### src/rtl/if_addr_pkg.sv
// address-side definitions for the fetch stage
// debug entry addresses are fixed here and must match the debug module map
// boot_addr and mtvec are assumed aligned to 256 bytes

`default_nettype none

package if_addr_pkg;

  //////////////////////////////
  // selector encodings
  //////////////////////////////

  // source of the next fetch address
  typedef enum logic [2:0] {
    PC_BOOT = 3'd0,
    PC_JUMP = 3'd1,
    PC_EXC  = 3'd2,
    PC_ERET = 3'd3,
    PC_DRET = 3'd4
  } pc_sel_e;

  // flavour of exception handler address
  typedef enum logic [1:0] {
    EXC_PC_EXC     = 2'd0,
    EXC_PC_IRQ     = 2'd1,
    EXC_PC_DBD     = 2'd2,
    EXC_PC_DBG_EXC = 2'd3
  } exc_pc_sel_e;

  //////////////////////////////
  // fixed addresses
  //////////////////////////////

  // debug module halt and exception entry points
  localparam logic [31:0] DmHaltAddr      = 32'h1A11_0800;
  localparam logic [31:0] DmExceptionAddr = 32'h1A11_0808;

  // low byte placed under boot_addr[31:8]
  localparam logic [7:0] BootOffset = 8'h80;

  // mtvec low bits ignored, also the boot alignment
  localparam int unsigned MtvecAlignBits = 8;

  // interrupt number width for vectored mode
  localparam int unsigned IrqIdW = 5;

endpackage

`default_nettype wire

### src/rtl/if_bus_pkg.sv
// fetch-side definitions shared by the datapath modules
// instructions are always one aligned 32-bit word

`default_nettype none

package if_bus_pkg;

  // address and instruction word width
  localparam int unsigned XLEN = 32;

  // sequential pc step, one word
  localparam logic [XLEN-1:0] InstrBytes = 32'd4;

  // byte offset bits inside a word, forced to zero on the bus
  localparam int unsigned WordAlignBits = 2;

  // prefetch queue sizing
  localparam int unsigned FifoDepth = 2;
  localparam int unsigned FifoPtrW  = $clog2(FifoDepth);
  localparam int unsigned FifoCntW  = FifoPtrW + 1;

  // fill level at which no further request may issue
  localparam logic [FifoCntW-1:0] FifoFull = FifoCntW'(FifoDepth);

endpackage

`default_nettype wire

### src/rtl/pc_target_sel.sv
// next fetch address selection, purely combinational
// the low byte of boot_addr_i and mtvec is ignored

`timescale 1ns/10ps
`default_nettype none

module pc_target_sel (
  input  logic                                pc_set_i,
  input  if_addr_pkg::pc_sel_e                pc_sel_i,
  input  if_addr_pkg::exc_pc_sel_e            exc_pc_sel_i,
  input  logic [if_addr_pkg::IrqIdW-1:0]      irq_id_i,
  input  logic [if_bus_pkg::XLEN-1:0]         boot_addr_i,
  input  logic [if_bus_pkg::XLEN-1:0]         branch_target_i,
  input  logic [if_bus_pkg::XLEN-1:0]         csr_mtvec_i,
  input  logic [if_bus_pkg::XLEN-1:0]         csr_mepc_i,
  input  logic [if_bus_pkg::XLEN-1:0]         csr_depc_i,
  output logic [if_bus_pkg::XLEN-1:0]         fetch_addr_o,
  output logic                                csr_mtvec_init_o
);

  logic [if_bus_pkg::XLEN-1:0] mtvec_base;
  logic [if_bus_pkg::XLEN-1:0] irq_offset;
  logic [if_bus_pkg::XLEN-1:0] exc_pc;
  logic [if_bus_pkg::XLEN-1:0] target;

  // handler table base, low byte dropped
  assign mtvec_base = {csr_mtvec_i[if_bus_pkg::XLEN-1:if_addr_pkg::MtvecAlignBits],
                       {if_addr_pkg::MtvecAlignBits{1'b0}}};

  // one word per interrupt line
  assign irq_offset = {{(if_bus_pkg::XLEN - if_addr_pkg::IrqIdW - 2){1'b0}}, irq_id_i, 2'b00};

  // exception handler address
  always_comb begin
    unique case (exc_pc_sel_i)
      if_addr_pkg::EXC_PC_EXC:     exc_pc = mtvec_base;
      if_addr_pkg::EXC_PC_IRQ:     exc_pc = mtvec_base + irq_offset;
      if_addr_pkg::EXC_PC_DBD:     exc_pc = if_addr_pkg::DmHaltAddr;
      if_addr_pkg::EXC_PC_DBG_EXC: exc_pc = if_addr_pkg::DmExceptionAddr;
      default:                     exc_pc = mtvec_base;
    endcase
  end

  // fetch address mux, boot is the fallback for unused codes
  always_comb begin
    unique case (pc_sel_i)
      if_addr_pkg::PC_JUMP: target = branch_target_i;
      if_addr_pkg::PC_EXC:  target = exc_pc;
      if_addr_pkg::PC_ERET: target = csr_mepc_i;
      if_addr_pkg::PC_DRET: target = csr_depc_i;
      default: begin
        target = {boot_addr_i[if_bus_pkg::XLEN-1:if_addr_pkg::MtvecAlignBits],
                  if_addr_pkg::BootOffset};
      end
    endcase
  end

  // word aligned fetch only
  assign fetch_addr_o = {target[if_bus_pkg::XLEN-1:if_bus_pkg::WordAlignBits],
                         {if_bus_pkg::WordAlignBits{1'b0}}};

  // csr file loads mtvec from boot_addr on the boot jump
  assign csr_mtvec_init_o = pc_set_i & (pc_sel_i == if_addr_pkg::PC_BOOT);

endmodule

`default_nettype wire

### src/rtl/prefetch_buffer.sv
// word prefetcher on a req/gnt/rvalid bus, one request in flight at most
// a branch flushes the queue and drops a response still due
// a new request waits while a response is pending, even on a branch

`timescale 1ns/10ps
`default_nettype none

module prefetch_buffer (
  input  logic                        clk_i,
  input  logic                        rst_ni,
  input  logic                        req_i,
  input  logic                        branch_i,
  input  logic [if_bus_pkg::XLEN-1:0] branch_addr_i,
  input  logic                        fetch_ready_i,
  output logic                        fetch_valid_o,
  output logic [if_bus_pkg::XLEN-1:0] fetch_rdata_o,
  output logic [if_bus_pkg::XLEN-1:0] fetch_addr_o,
  output logic                        fetch_err_o,
  output logic                        instr_req_o,
  output logic [if_bus_pkg::XLEN-1:0] instr_addr_o,
  input  logic                        instr_gnt_i,
  input  logic                        instr_rvalid_i,
  input  logic [if_bus_pkg::XLEN-1:0] instr_rdata_i,
  input  logic                        instr_err_i,
  output logic                        busy_o
);

  // next word to request and address of the queue head
  logic [if_bus_pkg::XLEN-1:0]     req_addr_q;
  logic [if_bus_pkg::XLEN-1:0]     out_addr_q;
  logic                            outstanding_q;
  logic                            discard_q;

  // queue storage, data and error per entry
  logic [if_bus_pkg::XLEN-1:0]     data_q [if_bus_pkg::FifoDepth];
  logic [if_bus_pkg::FifoDepth-1:0] err_q;
  logic [if_bus_pkg::FifoPtrW-1:0] wptr_q;
  logic [if_bus_pkg::FifoPtrW-1:0] rptr_q;
  logic [if_bus_pkg::FifoCntW-1:0] count_q;
  logic [if_bus_pkg::FifoCntW-1:0] fill;

  logic room;
  logic grant;
  logic push;
  logic pop;

  //////////////////////////////
  // bus side
  //////////////////////////////

  // an in-flight word reserves its queue slot
  assign fill = count_q + {{if_bus_pkg::FifoPtrW{1'b0}}, outstanding_q};
  assign room = (fill != if_bus_pkg::FifoFull);

  // bus slot is free once the pending response shows up
  assign instr_req_o  = req_i & (branch_i | room) & (~outstanding_q | instr_rvalid_i);
  assign instr_addr_o = branch_i ? branch_addr_i : req_addr_q;
  assign grant        = instr_req_o & instr_gnt_i;

  // responses cancelled by a branch never enter the queue
  assign push = instr_rvalid_i & ~discard_q & ~branch_i;
  assign pop  = fetch_valid_o & fetch_ready_i;

  always_ff @(posedge clk_i or negedge rst_ni) begin
    if (!rst_ni) begin
      outstanding_q <= 1'b0;
      discard_q     <= 1'b0;
      req_addr_q    <= '0;
    end else begin
      outstanding_q <= grant | (outstanding_q & ~instr_rvalid_i);
      // a branch marks a still pending response as stale
      if (branch_i) begin
        discard_q <= outstanding_q & ~instr_rvalid_i;
      end else begin
        discard_q <= discard_q & ~instr_rvalid_i;
      end
      // request pointer steps past each granted word
      if (grant) begin
        req_addr_q <= instr_addr_o + if_bus_pkg::InstrBytes;
      end else if (branch_i) begin
        req_addr_q <= branch_addr_i;
      end
    end
  end

  //////////////////////////////
  // queue side
  //////////////////////////////

  always_ff @(posedge clk_i or negedge rst_ni) begin
    if (!rst_ni) begin
      wptr_q     <= '0;
      rptr_q     <= '0;
      count_q    <= '0;
      out_addr_q <= '0;
    end else if (branch_i) begin
      wptr_q     <= '0;
      rptr_q     <= '0;
      count_q    <= '0;
      out_addr_q <= branch_addr_i;
    end else begin
      if (push) begin
        wptr_q <= wptr_q + 1'b1;
      end
      if (pop) begin
        rptr_q     <= rptr_q + 1'b1;
        out_addr_q <= out_addr_q + if_bus_pkg::InstrBytes;
      end
      if (push && !pop) begin
        count_q <= count_q + 1'b1;
      end else if (pop && !push) begin
        count_q <= count_q - 1'b1;
      end
    end
  end

  // payload written in place, only count and pointers decide validity
  always_ff @(posedge clk_i) begin
    if (push) begin
      data_q[wptr_q] <= instr_rdata_i;
      err_q[wptr_q]  <= instr_err_i;
    end
  end

  assign fetch_valid_o = (count_q != '0);
  assign fetch_rdata_o = data_q[rptr_q];
  assign fetch_err_o   = err_q[rptr_q];
  // head address stays meaningful with an empty queue
  assign fetch_addr_o  = out_addr_q;

  assign busy_o = outstanding_q | instr_req_o;

endmodule

`default_nettype wire

### src/rtl/if_id_reg.sv
// IF-ID pipeline registers with valid and new flags
// payload registers load only on consume and have no reset

`timescale 1ns/10ps
`default_nettype none

module if_id_reg (
  input  logic                        clk_i,
  input  logic                        rst_ni,
  input  logic                        fetch_valid_i,
  input  logic [if_bus_pkg::XLEN-1:0] fetch_rdata_i,
  input  logic [if_bus_pkg::XLEN-1:0] fetch_addr_i,
  input  logic                        fetch_err_i,
  input  logic                        pmp_err_if_i,
  input  logic                        id_in_ready_i,
  input  logic                        pc_set_i,
  input  logic                        instr_valid_clear_i,
  output logic                        fetch_ready_o,
  output logic                        instr_valid_id_o,
  output logic                        instr_new_id_o,
  output logic [if_bus_pkg::XLEN-1:0] instr_rdata_id_o,
  output logic [if_bus_pkg::XLEN-1:0] pc_id_o,
  output logic                        instr_fetch_err_o,
  output logic                        seq_ok_o
);

  logic consume;
  logic if_err;

  // a redirect squashes the word on offer this cycle
  assign consume       = fetch_valid_i & id_in_ready_i & ~pc_set_i;
  assign fetch_ready_o = consume;

  // bus error or pmp fault on this word
  assign if_err = fetch_err_i | pmp_err_if_i;

  always_ff @(posedge clk_i or negedge rst_ni) begin
    if (!rst_ni) begin
      instr_valid_id_o <= 1'b0;
      instr_new_id_o   <= 1'b0;
    end else begin
      // valid holds until cleared by ID or dropped by a redirect
      instr_valid_id_o <= consume |
                          (instr_valid_id_o & ~instr_valid_clear_i & ~pc_set_i);
      // new is a single cycle pulse per consumed word
      instr_new_id_o   <= consume;
    end
  end

  always_ff @(posedge clk_i) begin
    if (consume) begin
      instr_rdata_id_o  <= fetch_rdata_i;
      pc_id_o           <= fetch_addr_i;
      instr_fetch_err_o <= if_err;
    end
  end

  // clean word, usable as a base for the increment check
  assign seq_ok_o = ~instr_fetch_err_o;

endmodule

`default_nettype wire

### src/rtl/pc_incr_check.sv
// flags a fetch address that is not the ID pc plus four
// the check is idle after reset, any redirect and any faulted word

`timescale 1ns/10ps
`default_nettype none

module pc_incr_check (
  input  logic                        clk_i,
  input  logic                        rst_ni,
  input  logic                        instr_new_id_i,
  input  logic                        seq_ok_i,
  input  logic                        pc_set_i,
  input  logic [if_bus_pkg::XLEN-1:0] pc_id_i,
  input  logic [if_bus_pkg::XLEN-1:0] fetch_addr_i,
  output logic                        pc_mismatch_alert_o
);

  logic                        seq_q;
  logic [if_bus_pkg::XLEN-1:0] pc_next;

  // armed by a clean word in ID, disarmed by a redirect
  always_ff @(posedge clk_i or negedge rst_ni) begin
    if (!rst_ni) begin
      seq_q <= 1'b0;
    end else if (pc_set_i) begin
      seq_q <= 1'b0;
    end else if (instr_new_id_i) begin
      seq_q <= seq_ok_i;
    end
  end

  assign pc_next = pc_id_i + if_bus_pkg::InstrBytes;

  // both operands are registers, so the alert has no input path
  assign pc_mismatch_alert_o = seq_q & (fetch_addr_i != pc_next);

endmodule

`default_nettype wire

### src/rtl/ifs_fetch_stage.sv
// instruction fetch stage top
// hold req_i high to fetch, pc_set_i with pc_sel_i starts a new stream
// instructions are single aligned words, no compressed support

`timescale 1ns/10ps
`default_nettype none

module ifs_fetch_stage (
  input  logic                           clk_i,
  input  logic                           rst_ni,
  input  logic                           req_i,
  input  logic [if_bus_pkg::XLEN-1:0]    boot_addr_i,
  // redirect control
  input  logic                           pc_set_i,
  input  if_addr_pkg::pc_sel_e           pc_sel_i,
  input  if_addr_pkg::exc_pc_sel_e       exc_pc_sel_i,
  input  logic [if_addr_pkg::IrqIdW-1:0] irq_id_i,
  input  logic [if_bus_pkg::XLEN-1:0]    branch_target_i,
  input  logic [if_bus_pkg::XLEN-1:0]    csr_mtvec_i,
  input  logic [if_bus_pkg::XLEN-1:0]    csr_mepc_i,
  input  logic [if_bus_pkg::XLEN-1:0]    csr_depc_i,
  output logic                           csr_mtvec_init_o,
  // instruction bus
  output logic                           instr_req_o,
  output logic [if_bus_pkg::XLEN-1:0]    instr_addr_o,
  input  logic                           instr_gnt_i,
  input  logic                           instr_rvalid_i,
  input  logic [if_bus_pkg::XLEN-1:0]    instr_rdata_i,
  input  logic                           instr_err_i,
  // ID stage side
  input  logic                           pmp_err_if_i,
  input  logic                           id_in_ready_i,
  input  logic                           instr_valid_clear_i,
  output logic                           instr_valid_id_o,
  output logic                           instr_new_id_o,
  output logic [if_bus_pkg::XLEN-1:0]    instr_rdata_id_o,
  output logic [if_bus_pkg::XLEN-1:0]    pc_id_o,
  output logic                           instr_fetch_err_o,
  output logic [if_bus_pkg::XLEN-1:0]    pc_if_o,
  output logic                           pc_mismatch_alert_o,
  output logic                           if_busy_o
);

  logic [if_bus_pkg::XLEN-1:0] fetch_addr_n;
  logic                        fetch_valid;
  logic                        fetch_ready;
  logic [if_bus_pkg::XLEN-1:0] fetch_rdata;
  logic                        fetch_err;
  logic                        seq_ok;

  pc_target_sel i_pc_target_sel (
    .pc_set_i         (pc_set_i),
    .pc_sel_i         (pc_sel_i),
    .exc_pc_sel_i     (exc_pc_sel_i),
    .irq_id_i         (irq_id_i),
    .boot_addr_i      (boot_addr_i),
    .branch_target_i  (branch_target_i),
    .csr_mtvec_i      (csr_mtvec_i),
    .csr_mepc_i       (csr_mepc_i),
    .csr_depc_i       (csr_depc_i),
    .fetch_addr_o     (fetch_addr_n),
    .csr_mtvec_init_o (csr_mtvec_init_o)
  );

  // every pc_set_i is a branch for the prefetcher
  prefetch_buffer i_prefetch_buffer (
    .clk_i          (clk_i),
    .rst_ni         (rst_ni),
    .req_i          (req_i),
    .branch_i       (pc_set_i),
    .branch_addr_i  (fetch_addr_n),
    .fetch_ready_i  (fetch_ready),
    .fetch_valid_o  (fetch_valid),
    .fetch_rdata_o  (fetch_rdata),
    .fetch_addr_o   (pc_if_o),
    .fetch_err_o    (fetch_err),
    .instr_req_o    (instr_req_o),
    .instr_addr_o   (instr_addr_o),
    .instr_gnt_i    (instr_gnt_i),
    .instr_rvalid_i (instr_rvalid_i),
    .instr_rdata_i  (instr_rdata_i),
    .instr_err_i    (instr_err_i),
    .busy_o         (if_busy_o)
  );

  if_id_reg i_if_id_reg (
    .clk_i               (clk_i),
    .rst_ni              (rst_ni),
    .fetch_valid_i       (fetch_valid),
    .fetch_rdata_i       (fetch_rdata),
    .fetch_addr_i        (pc_if_o),
    .fetch_err_i         (fetch_err),
    .pmp_err_if_i        (pmp_err_if_i),
    .id_in_ready_i       (id_in_ready_i),
    .pc_set_i            (pc_set_i),
    .instr_valid_clear_i (instr_valid_clear_i),
    .fetch_ready_o       (fetch_ready),
    .instr_valid_id_o    (instr_valid_id_o),
    .instr_new_id_o      (instr_new_id_o),
    .instr_rdata_id_o    (instr_rdata_id_o),
    .pc_id_o             (pc_id_o),
    .instr_fetch_err_o   (instr_fetch_err_o),
    .seq_ok_o            (seq_ok)
  );

  pc_incr_check i_pc_incr_check (
    .clk_i               (clk_i),
    .rst_ni              (rst_ni),
    .instr_new_id_i      (instr_new_id_o),
    .seq_ok_i            (seq_ok),
    .pc_set_i            (pc_set_i),
    .pc_id_i             (pc_id_o),
    .fetch_addr_i        (pc_if_o),
    .pc_mismatch_alert_o (pc_mismatch_alert_o)
  );

endmodule

`default_nettype wire

### config.mk
export PLATFORM = sky130hd
export DESIGN_NAME = ifs_fetch_stage
export DESIGN_NICKNAME = d
export VERILOG_FILES = /design/src/rtl/if_addr_pkg.sv /design/src/rtl/if_bus_pkg.sv /design/src/rtl/pc_target_sel.sv /design/src/rtl/prefetch_buffer.sv /design/src/rtl/if_id_reg.sv /design/src/rtl/pc_incr_check.sv /design/src/rtl/ifs_fetch_stage.sv
export SDC_FILE = /design/constraint.sdc
export NUM_CORES = 1
export LEC_CHECK = 0
export BUFFER_PORTS_ARGS = -buffer_cell sky130_fd_sc_hd__buf_2
export CAP_MARGIN = 15
export CORE_ASPECT_RATIO = 0.5
export CORE_MARGIN = 8
export CORE_UTILIZATION = 52
export DETAILED_ROUTE_END_ITERATION = 10
export PLACE_DENSITY = 0.81
export SLEW_MARGIN = 0
export SYNTH_ARGS = -nofsm -noshare
export SYNTH_HDL_FRONTEND = slang
export SYNTH_HIERARCHICAL = 1
export SYNTH_SLANG_ARGS = --single-unit
### constraint.sdc
create_clock -name clk_i -period 7.1 [get_ports clk_i]
set_input_delay 1.065 -clock clk_i [delete_from_list [all_inputs] [get_ports clk_i]]
set_output_delay 1.065 -clock clk_i [all_outputs]
set_load 0.03 [all_outputs]
== Word-level counts from Yosys, hierarchy flattened ==
Memory sizes are Yosys's and may differ from the RTL's. A register that Yosys moved wholly into a read port is not among the register bits.
Cells that the tools add are included.
Cells by class
  eq/ne operators: 9
  $add $sub $neg: 9
  mux-type cells: 23
  $lt $le $gt $ge: 3
  bitwise logic cells: 26
  reduce and logical (&&, ||, !) cells: 12
Operator list (count)
  one-hot mux 32 bit (4 select lines): 2
  two-way mux 32 bit: 4
  adder 32 x 3 -> 32 bit, second input constant: 3
  adder 32 x 7 -> 32 bit: 1
  inequality test 32 bit: 1
  AND 1 bit: 14
  two-way mux 1 bit: 12
  nonzero test 2 bit: 4
  equality test 3 x 2 -> 1 bit, second input constant: 2
  two-way mux 2 bit: 3
  NOT 1 bit: 6
  OR 1 bit: 6
  equality test 2 bit, second input constant: 2
  < comparator 1 x 2 -> 1 bit, second input constant: 2
  equality test 3 x 1 -> 1 bit, second input constant: 1
  equality test 3 bit, second input constant: 1
  logical AND 1 bit: 3
  logical NOT 3 bit: 1
  nonzero test 3 bit: 1
  adder 1 bit, second input constant: 2
  adder 2 x 1 -> 2 bit: 1
  adder 2 x 1 -> 2 bit, second input constant: 1
  bitwise mux 2 bit: 1
  equality test 2 x 1 -> 1 bit, second input constant: 1
  6 further kinds: 7
Storage, ports and cells
  logic and storage cells: 96
  flip-flop bits (word level): 108
  memories kept: 1
  RAM bits: 64
  output and inout port bits: 135
Memory list
  i_prefetch_buffer.data_q: depth 2, width 32, read ports 1, clocked after Yosys merged registers in 1, write ports 1, RTL line prefetch_buffer.sv:35  | logic [if_bus_pkg::XLEN-1:0] data_q [if_bus_pkg::FifoDepth];

== Longest topological paths before layout ==
Gate-level depths: netlist of the first run.
  depth in word-level cells: 8
  depth in mapped cells: 14
  gate-level depth less buffers: 10

== Cells and area by module ==
Netlist of the first run, hierarchy kept.
Modules (own cells, without submodules)
  prefetch_buffer: sequential area each 3733.6 µm², instances 1, area each 6477.5 µm², cells each 543
  if_id_reg: sequential area each 2001.9 µm², instances 1, area each 2034.5 µm², cells each 73
  pc_target_sel: sequential area each 0.0 µm², instances 1, area each 1490.2 µm², cells each 197
  pc_incr_check: sequential area each 25.0 µm², instances 1, area each 1099.8 µm², cells each 155

== Least setup slack after synthesis of the first run ==
No wires, ideal clock.
  path type: in2reg
  start point: in id_in_ready_i
  end point: reg i_prefetch_buffer.out_addr_q (netlist bit i_prefetch_buffer/fetch_addr_o[16])
  data arrival time: 5815 ps
  data required time: 7024 ps
  library setup time: 76 ps
  path slack: 1209 ps
  stages on the path: 7
  path buffers: 0
  cells stage by stage: nand2_1 > nor2_1 > o211ai_1 > nor4_2 > nand4_1 > xor2_1 > o21ai_1
On the way
  longest elaborated chain between the ends: 4
RTL lines
  from (decl): RTL line ifs_fetch_stage.sv:32  | input logic id_in_ready_i,
  AND 1 bit (2 in a row): RTL line if_id_reg.sv:31  | assign consume = fetch_valid_i & id_in_ready_i & ~pc_set_i;
  named net fetch_ready: RTL line ifs_fetch_stage.sv:46  | logic fetch_ready;
  AND 1 bit: RTL line prefetch_buffer.sv:62  | assign pop = fetch_valid_o & fetch_ready_i;
  nonzero test 2 bit (no source line)
  to (signal assigned): RTL line prefetch_buffer.sv:100  | out_addr_q <= branch_addr_i;
  to (signal assigned): RTL line prefetch_buffer.sv:107  | out_addr_q <= out_addr_q + if_bus_pkg::InstrBytes;
  to (decl): RTL line prefetch_buffer.sv:30  | logic [if_bus_pkg::XLEN-1:0] out_addr_q;
The timed path passes the listed nets, and every way through them passes these cells.
A chain may end at the register's enable or synchronous reset.

== Worst setup path after layout of the first run ==
  start point: in pc_sel_i[1]
  end point: out instr_addr_o[11] (netlist bit)
On the way
  longest elaborated chain between the ends: 3
  elaborated cells on any way between the ends: 6
  classes of those cells: eq/ne (4); mux (2)
RTL lines
  from (decl): RTL line ifs_fetch_stage.sv:15  | input if_addr_pkg::pc_sel_e pc_sel_i,
  equality test 3 bit (tied with other cells): RTL line pc_target_sel.sv:46  | unique case (pc_sel_i)
  one-hot mux 32 bit (4 select lines) (*): RTL line pc_target_sel.sv:46
  named net fetch_addr_n (one bit): RTL line ifs_fetch_stage.sv:44  | logic [if_bus_pkg::XLEN-1:0] fetch_addr_n;
  two-way mux 32 bit (*): RTL line prefetch_buffer.sv:57  | assign instr_addr_o = branch_i ? branch_addr_i : req_addr_q;
  to (decl): RTL line ifs_fetch_stage.sv:25  | output logic [if_bus_pkg::XLEN-1:0] instr_addr_o,
The timed path passes the listed nets; every way through them passes the cells marked *.

==> qor.txt, run 1 <==
Post-synth EDFFs: 131
worst vdd rail ir drop: 0.000202 V
CP Capture Type: output pin
met2 GRT Util: 0.417
met3 usage: 0.0468
Slew HR: 0.243
vias in the first global route: 9100
Post-DP HPWL: 26600 microns
post-CTS setup buffer count: 0
CTS Sinks: 204
layout cells sized above 1: 0.338
kind of critical path: in2out
clock buffer count from CTS: 19
synth unique cells: 85
clk_skew: 13.1 ps
Req. time, crit path: 6030 ps
multi-input logic area: 0.00487 sq mm
CP bufs+invs: 2
minimum clock period: 4950 ps
gr usage total: 0.253
post-CTS resize count: 0
Final Hold Fails: 0
H-tree levels: 1
initial DRC count: 942
Critical Path Stages: 7
fraction of registers with async set/reset: 0.358
post-route clock period utilization: 0.697
clock tree buffer depth: 3
flops & latches, synth: 204
pwr dens: 233 mW/mm^2
vias: 9164
R2R depth: 8
Initial Util: 0.535
die area: 0.0266 sq mm
first-pass GRT wire length: 53000 microns
setup_tns: 0 ps
CTS tree: built
Fill cells: 1644
synthesized cell area: 0.0111 sq mm
Leak: 5.53 nW
Synthesis Warnings: 6
Crit Path Max Fanout: 30
syn avg cell area: 11.5 sq um
main area contributors after synthesis: edfxtp_1 (35%), dfrtp_1 (16%), xnor2_1 (4.3%)
Clk pin slew, worst setup/hold paths: 70 ps
most common cell after layout, fill and taps aside: buf_2
hold crit path type: reg2reg
CP peak stage delay: 700 ps
Post-route DRC: 0
cts hold-fix bufs: 0
slowest library cell on the worst path: nand2b_1
CP Cell Sequence: buf_2, nand2b_1, o221ai_1, a221oi_1, nand2_1, o21ai_1, buf_2
largest net degree at the start of global routing: 88
RSZ-0062 raised after global routing: no
antenna violations before repair: 2
Pre-antenna DRT Iters: 5
total power: 0.00313 W
cell mode on critical path: buf_2
startpoint class of the critical path: input pin
largest area contributor in the synthesized netlist: edfxtp_1
Routed Antenna Nets: 0
Top Usage Layer GRT: met2
core area: 0.0207 sq mm
delay-heaviest family, CP: compound AO/OA/AOI/OAI gates
top-area cell type share of the netlist area: 0.354
CTS root buf: clkbuf_16
num ports: 347
RePlAce Congestion: 0.942
port bufs: 324
WP data arrival: 3880 ps
vias per inst: 5.87
Clock Latency Late Sink: 490 ps
worst slew pin tran: 1130 ps
Top FF cell, synth: edfxtp_1
hold depth: 0
register area share after synthesis: 0.519
most frequent cells in the layout: buf_2 (322), edfxtp_1 (131), nand2_1 (102), dfrtp_1 (73), xnor2_1 (55)
max cap viols: 0
Hold Slack: 533 ps
Die Span Y: 119 microns
status: finished, final reports clean
GRT Residual Overflow: 0
final slew viol count: 0
sequential cell area: 0.00576 sq mm
met1 Use GR: 0.337
Die X: 223 microns
Post-Synthesis Cells: 968
Fmax achieved: 0.202 GHz
# setup viols final: 0
row cnt: 37
area grow syn2layout: 21.1%
wire per inst: 22.6 microns
routed wire length: 35200 microns
net count reported at finish: 1489
==> power by group <==
part	leakage [nW]	internal (W)	switching [W]
logic	3.15	0.000233	0.000432
clock network	0.283	0.000558	0.000444
registers	2.10	0.00137	0.0000979
==> layer usage <==
layer  share of wire  up-vias  wire length (microns)
met5         0.00037        -                     13
met4           0.029        2                   1030
met3           0.072       65                   2530
met2            0.49      359                  17100
met1            0.41     4521                  14500
li1                -     4217                      -
==> cells in the mapped netlist, drive strengths merged, types with 4 or more instances <==
master and count:
o21ai 64, buf 39, nor2 34, a21oi 18, o31ai 4, inv 46, or4b 36, clkbuf 12
or2 5, a2bb2oi 19, nand4 24, nor3 12, nand3b 15, nor4b 4, o22a 5, dfrtp 73
nor2b 4, nand3 40, nand2 104, mux2i 17, edfxtp 131, xor2 50, o2111ai 20, and4 5
nand4b 6, a31oi 4, mux2 37, nor4 9, a221o 4, nand2b 12, and3 7, a221oi 6
o22ai 4, xnor2 56, ha 4
==> logic make-up after synthesis <==
| group | share of synthesized area |
|---|---|
| mux | 0.0529 |
| other cells | 0.000338 |
| xor+xnor | 0.0843 |
| compound gates | 0.108 |
| simple gates | 0.187 |
| buf+inv | 0.0440 |
| fa+ha+maj | 0.00451 |
| flops | 0.519 |
==> metrics by stage <==
stage	setup slack, ps	std cells	area (sq um)	util
after global routing	1930	1560	13400	0.648
after global placement	2030	1524	12800	0.619
after detailed placement	1990	1524	12800	0.619
after CTS	1980	1558	13400	0.648
final	2150	1560	13400	0.648
after floorplan	1210	969	11100	-
==> registers in the layout, summed over array words and instances (netlist names) <==
| signal | cells |
|---|---|
| i_pc_incr_check/seq_q | 1 |
| i_prefetch_buffer/fetch_addr_o | 32 |
| i_if_id_reg/instr_rdata_id_o | 32 |
| i_prefetch_buffer/err_q | 2 |
| i_prefetch_buffer/discard_q | 1 |
| i_if_id_reg/instr_valid_id_o | 1 |
| i_if_id_reg/pc_id_o | 32 |
| i_prefetch_buffer/count_q | 2 |
| i_prefetch_buffer/rptr_q | 1 |
| i_prefetch_buffer/outstanding_q | 1 |
| i_prefetch_buffer/data_q | 64 |
| i_if_id_reg/instr_new_id_o | 1 |
| i_prefetch_buffer/req_addr_q | 32 |
| i_prefetch_buffer/wptr_q | 1 |
| i_if_id_reg/instr_fetch_err_o | 1 |
==> path summary, 6_finish.rpt <==
check                                                  start                            endpoint  slack (ps)
hold reg to reg            i_prefetch_buffer/fetch_addr_o[1]              i_if_id_reg/pc_id_o[1]         530
min in group asynchronous                             rst_ni  i_prefetch_buffer/fetch_addr_o[31]         720
setup reg to reg                i_prefetch_buffer/count_q[0]  i_prefetch_buffer/fetch_addr_o[25]        3590
setup / recovery                                 pc_sel_i[1]                    instr_addr_o[11]        2150
hold / removal             i_prefetch_buffer/fetch_addr_o[1]              i_if_id_reg/pc_id_o[1]         530
max in group asynchronous                             rst_ni               i_pc_incr_check/seq_q        5750
==> worst reg2reg max path, delay by kind of cell (launching register included) <==
kind	cells	cell delay, ps
flops	1	500
simple gates	5	2090
compound gates	2	560
xor+xnor	1	210
==> cell type report <==
class | instances | share of cell area
clock buffer | 28 | 0.0394
sequential | 204 | 0.428
timing repair buffer | 334 | 0.127
multi-input combinational | 668 | 0.362
inverter | 46 | 0.0128
tap | 273 | 0.0254
antenna | 1 | 0.000186
clock inverter | 6 | 0.00465
No activity file was read; power rests on OpenSTA's default activity.
==> run 2, diff against run 1 <==
Settings changed: ABC_AREA set to 1, CORE_UTILIZATION 52 to 48, PLACE_DENSITY 0.81 to 0.77.
Clock period 7.1 ns to 4.4 ns, I/O delays scaled along.
==> run 2 against run 1 <==
Critical path depth is 1 higher. Count of clock-buffer cells in the layout decreased by 4. Global-route usage down 1.3 points. Non-clock buffer count decreased by 1. Power up 72%. Critical path type unchanged. Critical endpoint is now instr_addr_o[26].
==> qor.txt, run 2 <==
Crit Path Max Fanout: 33 (+10%)
initial DRC count: 967 (+2.7%)
Clock Latency Late Sink: 510 ps (+20 ps)
hold crit path type: in2async
largest net degree at the start of global routing: 74 (-16%)
max FFs per register: 64 (unchanged)
Final Hold Fails: 0 (unchanged)
pwr dens: 366 mW/mm^2 (+57%)
port bufs: 324 (unchanged)
cell internal pwr: 0.00357 W (+65%)
CP Cell Sequence: buf_2, nand3_2, nor2_1, nor2_1, nand3_1, nand2_1, nand2_1, buf_2
Pre-antenna DRT Iters: 6 (+1)
Clk pin slew, worst setup/hold paths: 60 ps (about the same)
CTS root buf: clkbuf_16
gr usage total: 0.240 (-0.0129)
register area share after synthesis: 0.467 (-0.0519)
status: finished, final reports clean
Synthesis Warnings: 6 (unchanged)
Post-Synthesis Cells: 1581 (+63%)
Hold Slack: 297 ps (-236 ps)
main area contributors after synthesis: edfxtp_1 (32%), nand2_1 (17%), dfrtp_1 (15%)
kind of critical path: in2out
Post-DP HPWL: 29800 microns (+12%)
most frequent cells in the layout: nand2_1 (543), buf_2 (323), nor2_1 (179), inv_1 (171), nand3_1 (140)
H-tree levels: 1 (unchanged)
clock tree buffer depth: 3 (unchanged)
worst vdd rail ir drop: 0.000380 V (+88%)
clock buffer count from CTS: 20 (+1)
Post-synth top cells: nand2_1 (543), nor2_1 (181), inv_1 (172)
routed wire length: 38900 microns (+11%)
vias: 11552 (+26%)
Leak: 7.24 nW (+31%)
Slew HR: 0.320 (+0.0764)
post-CTS setup buffer count: 0 (unchanged)
antenna violations before repair: 1 (-1)
Post-route DRC: 0 (unchanged)
die area: 0.0314 sq mm (+18%)
synth unique cells: 51 (-40%)
RePlAce Congestion: 0.916 (-2.8%)
final slew viol count: 0 (unchanged)
area grow syn2layout: 19.5%
minimum clock period: 3610 ps
first-pass GRT wire length: 60300 microns (+14%)
delay-heaviest family, CP: simple AND/OR/NAND/NOR gates
post-CTS resize count: 0 (unchanged)
largest area contributor in the synthesized netlist: edfxtp_1
num ports: 347 (unchanged)
worst slew pin tran: 1020 ps (-114 ps)
top-area cell type share of the netlist area: 0.319 (-0.0354)
Flop pwr share: 0.446 (-0.022)
Routed Antenna Nets: 0 (unchanged)
Die X: 243 microns (+9.0%)
Initial Util: 0.489 (-0.0465)
Final Instance Area: 0.0147 sq mm (+9.6%)
most common cell after layout, fill and taps aside: nand2_1
wire per inst: 17.3 microns (-23%)
post-route clock period utilization: 0.819
vias in the first global route: 10926 (+20%)
GRT Residual Overflow: 0 (unchanged)
CP bufs+invs: 2 (unchanged)
syn avg cell area: 7.80 sq um (-32%)
logic gate share of total power: 0.241 (+0.028)
max cap viols: 0 (unchanged)
cts hold-fix bufs: 0 (unchanged)
Fmax achieved: 0.277 GHz
CTS Sinks: 204 (unchanged)
slowest library cell on the worst path: nand3_2
startpoint class of the critical path: input pin
RSZ-0062 raised after global routing: no
synthesized cell area: 0.0123 sq mm (+11%)
Req. time, crit path: 3740 ps (-2290 ps)
setup_tns: 0 ps (unchanged)
Die Span Y: 129 microns (+8.4%)
vias per inst: 5.14 (-12%)
CP peak stage delay: 600 ps (-100 ps)
Placed Area: 0.0141 sq mm (+9.8%)
Clk network pwr share: 0.313 (-0.007)
clk_skew: 21.5 ps (+8.42 ps)
Post-synth EDFFs: 131 (unchanged)
Net Sw Frac: 0.339 (+0.0281)
net count reported at finish: 2103 (+41%)
fraction of registers with async set/reset: 0.358 (unchanged)
CP Capture Type: output pin
# setup viols final: 0 (unchanged)
core area: 0.0252 sq mm (+22%)
row cnt: 41 (+11%)
CTS tree: built
register name with the most flops: i_prefetch_buffer/data_q
P_sw: 0.00183 W (+88%)
cell with the most instances after synthesis: nand2_1
layout cells sized above 1: 0.243 (-0.0958)
WP data arrival: 2950 ps (-930 ps)
Top FF cell, synth: edfxtp_1
flops & latches, synth: 204 (unchanged)
## run 2: changes by cell type after synthesis, moves of 17 or more
cell       before  now
a2bb2oi_1      19    0
inv_1          46  172
mux2_2         37    0
mux2i_1        17    0
nand2_1       102  543
nand2_2         1   30
nand3_1        39  140
nand4_1        21   60
nor2_1         34  181
o2111ai_1      19    0
o21ai_0        51   16
or4b_1         36    0
xnor2_1        55   20
xor2_1         50   28
## run 2: worst paths after layout
kind                                            startpoint                                  to  slack, ps  cells after the start
hold / removal                                      rst_ni  i_prefetch_buffer/fetch_addr_o[30]        300                      1
setup / recovery                               pc_sel_i[1]                    instr_addr_o[26]        790                      8
min in group clk_i                       instr_rdata_i[20]     i_prefetch_buffer/data_q[1][20]        350                      1
max in group asynchronous                           rst_ni   i_prefetch_buffer/fetch_addr_o[8]       3460                      1
hold reg to reg            i_prefetch_buffer/req_addr_q[0]     i_prefetch_buffer/req_addr_q[0]        470                      2
setup reg to reg              i_prefetch_buffer/count_q[0]        i_prefetch_buffer/count_q[0]       1730                     12
## run 2: per-layer routing
| layer | vias to the layer above | track usage | routed length (microns) |
|---|---|---|---|
| met5 | - | 0 | 0 |
| met4 | 0 | 0.0726 | 1050 |
| met3 | 58 | 0.0452 | 2730 |
| met2 | 429 | 0.413 | 18800 |
| met1 | 5370 | 0.308 | 16300 |
| li1 | 5695 | - | - |
## run 2: cell families after synthesis
logic type / Yosys count / synth area share
AND/OR/NAND/NOR: 1026 / 0.375
buffers and inverters: 235 / 0.0879
flip-flops: 204 / 0.467
AO/OA/AOI/OAI: 63 / 0.0321
XOR/XNOR: 48 / 0.0341
adder cells (fa/ha/maj): 4 / 0.00406
other: 1 / 0.000304
## run 2: power groups by stage
stage / Combinational [W] / Sequential (W) / Clock, W
after floorplan: 0.000714 / 0.00257 / 0
after global placement: 0.00128 / 0.00244 / 0
after detailed placement: 0.00130 / 0.00244 / 0
after CTS: 0.00130 / 0.00241 / 0.00173
after global routing: 0.00143 / 0.00243 / 0.00179
final: 0.00130 / 0.00241 / 0.00169
## run 2: cell type report
type | instances | area [sq um]
Clock buffer | 24 | 537
Clock inverter | 12 | 100
Tap cell | 344 | 430
Antenna cell | 1 | 2.50
Sequential cell | 204 | 5760
Fill cell | 2386 | 10500
Multi-Input combinational cell | 1143 | 5510
Inverter | 185 | 707
Timing Repair Buffer | 333 | 1690
## run 2: stage by stage
| step | setup slack [ps] | total power [W] | utilization | instances |
|---|---|---|---|---|
| after floorplan | 1020 | 0.00328 | - | 1582 |
| after global placement | 871 | 0.00372 | 0.559 | 2209 |
| after detailed placement | 892 | 0.00374 | 0.559 | 2209 |
| after CTS | 903 | 0.00544 | 0.584 | 2245 |
| after global routing | 624 | 0.00565 | 0.584 | 2246 |
| final | 794 | 0.00540 | 0.584 | 2246 |
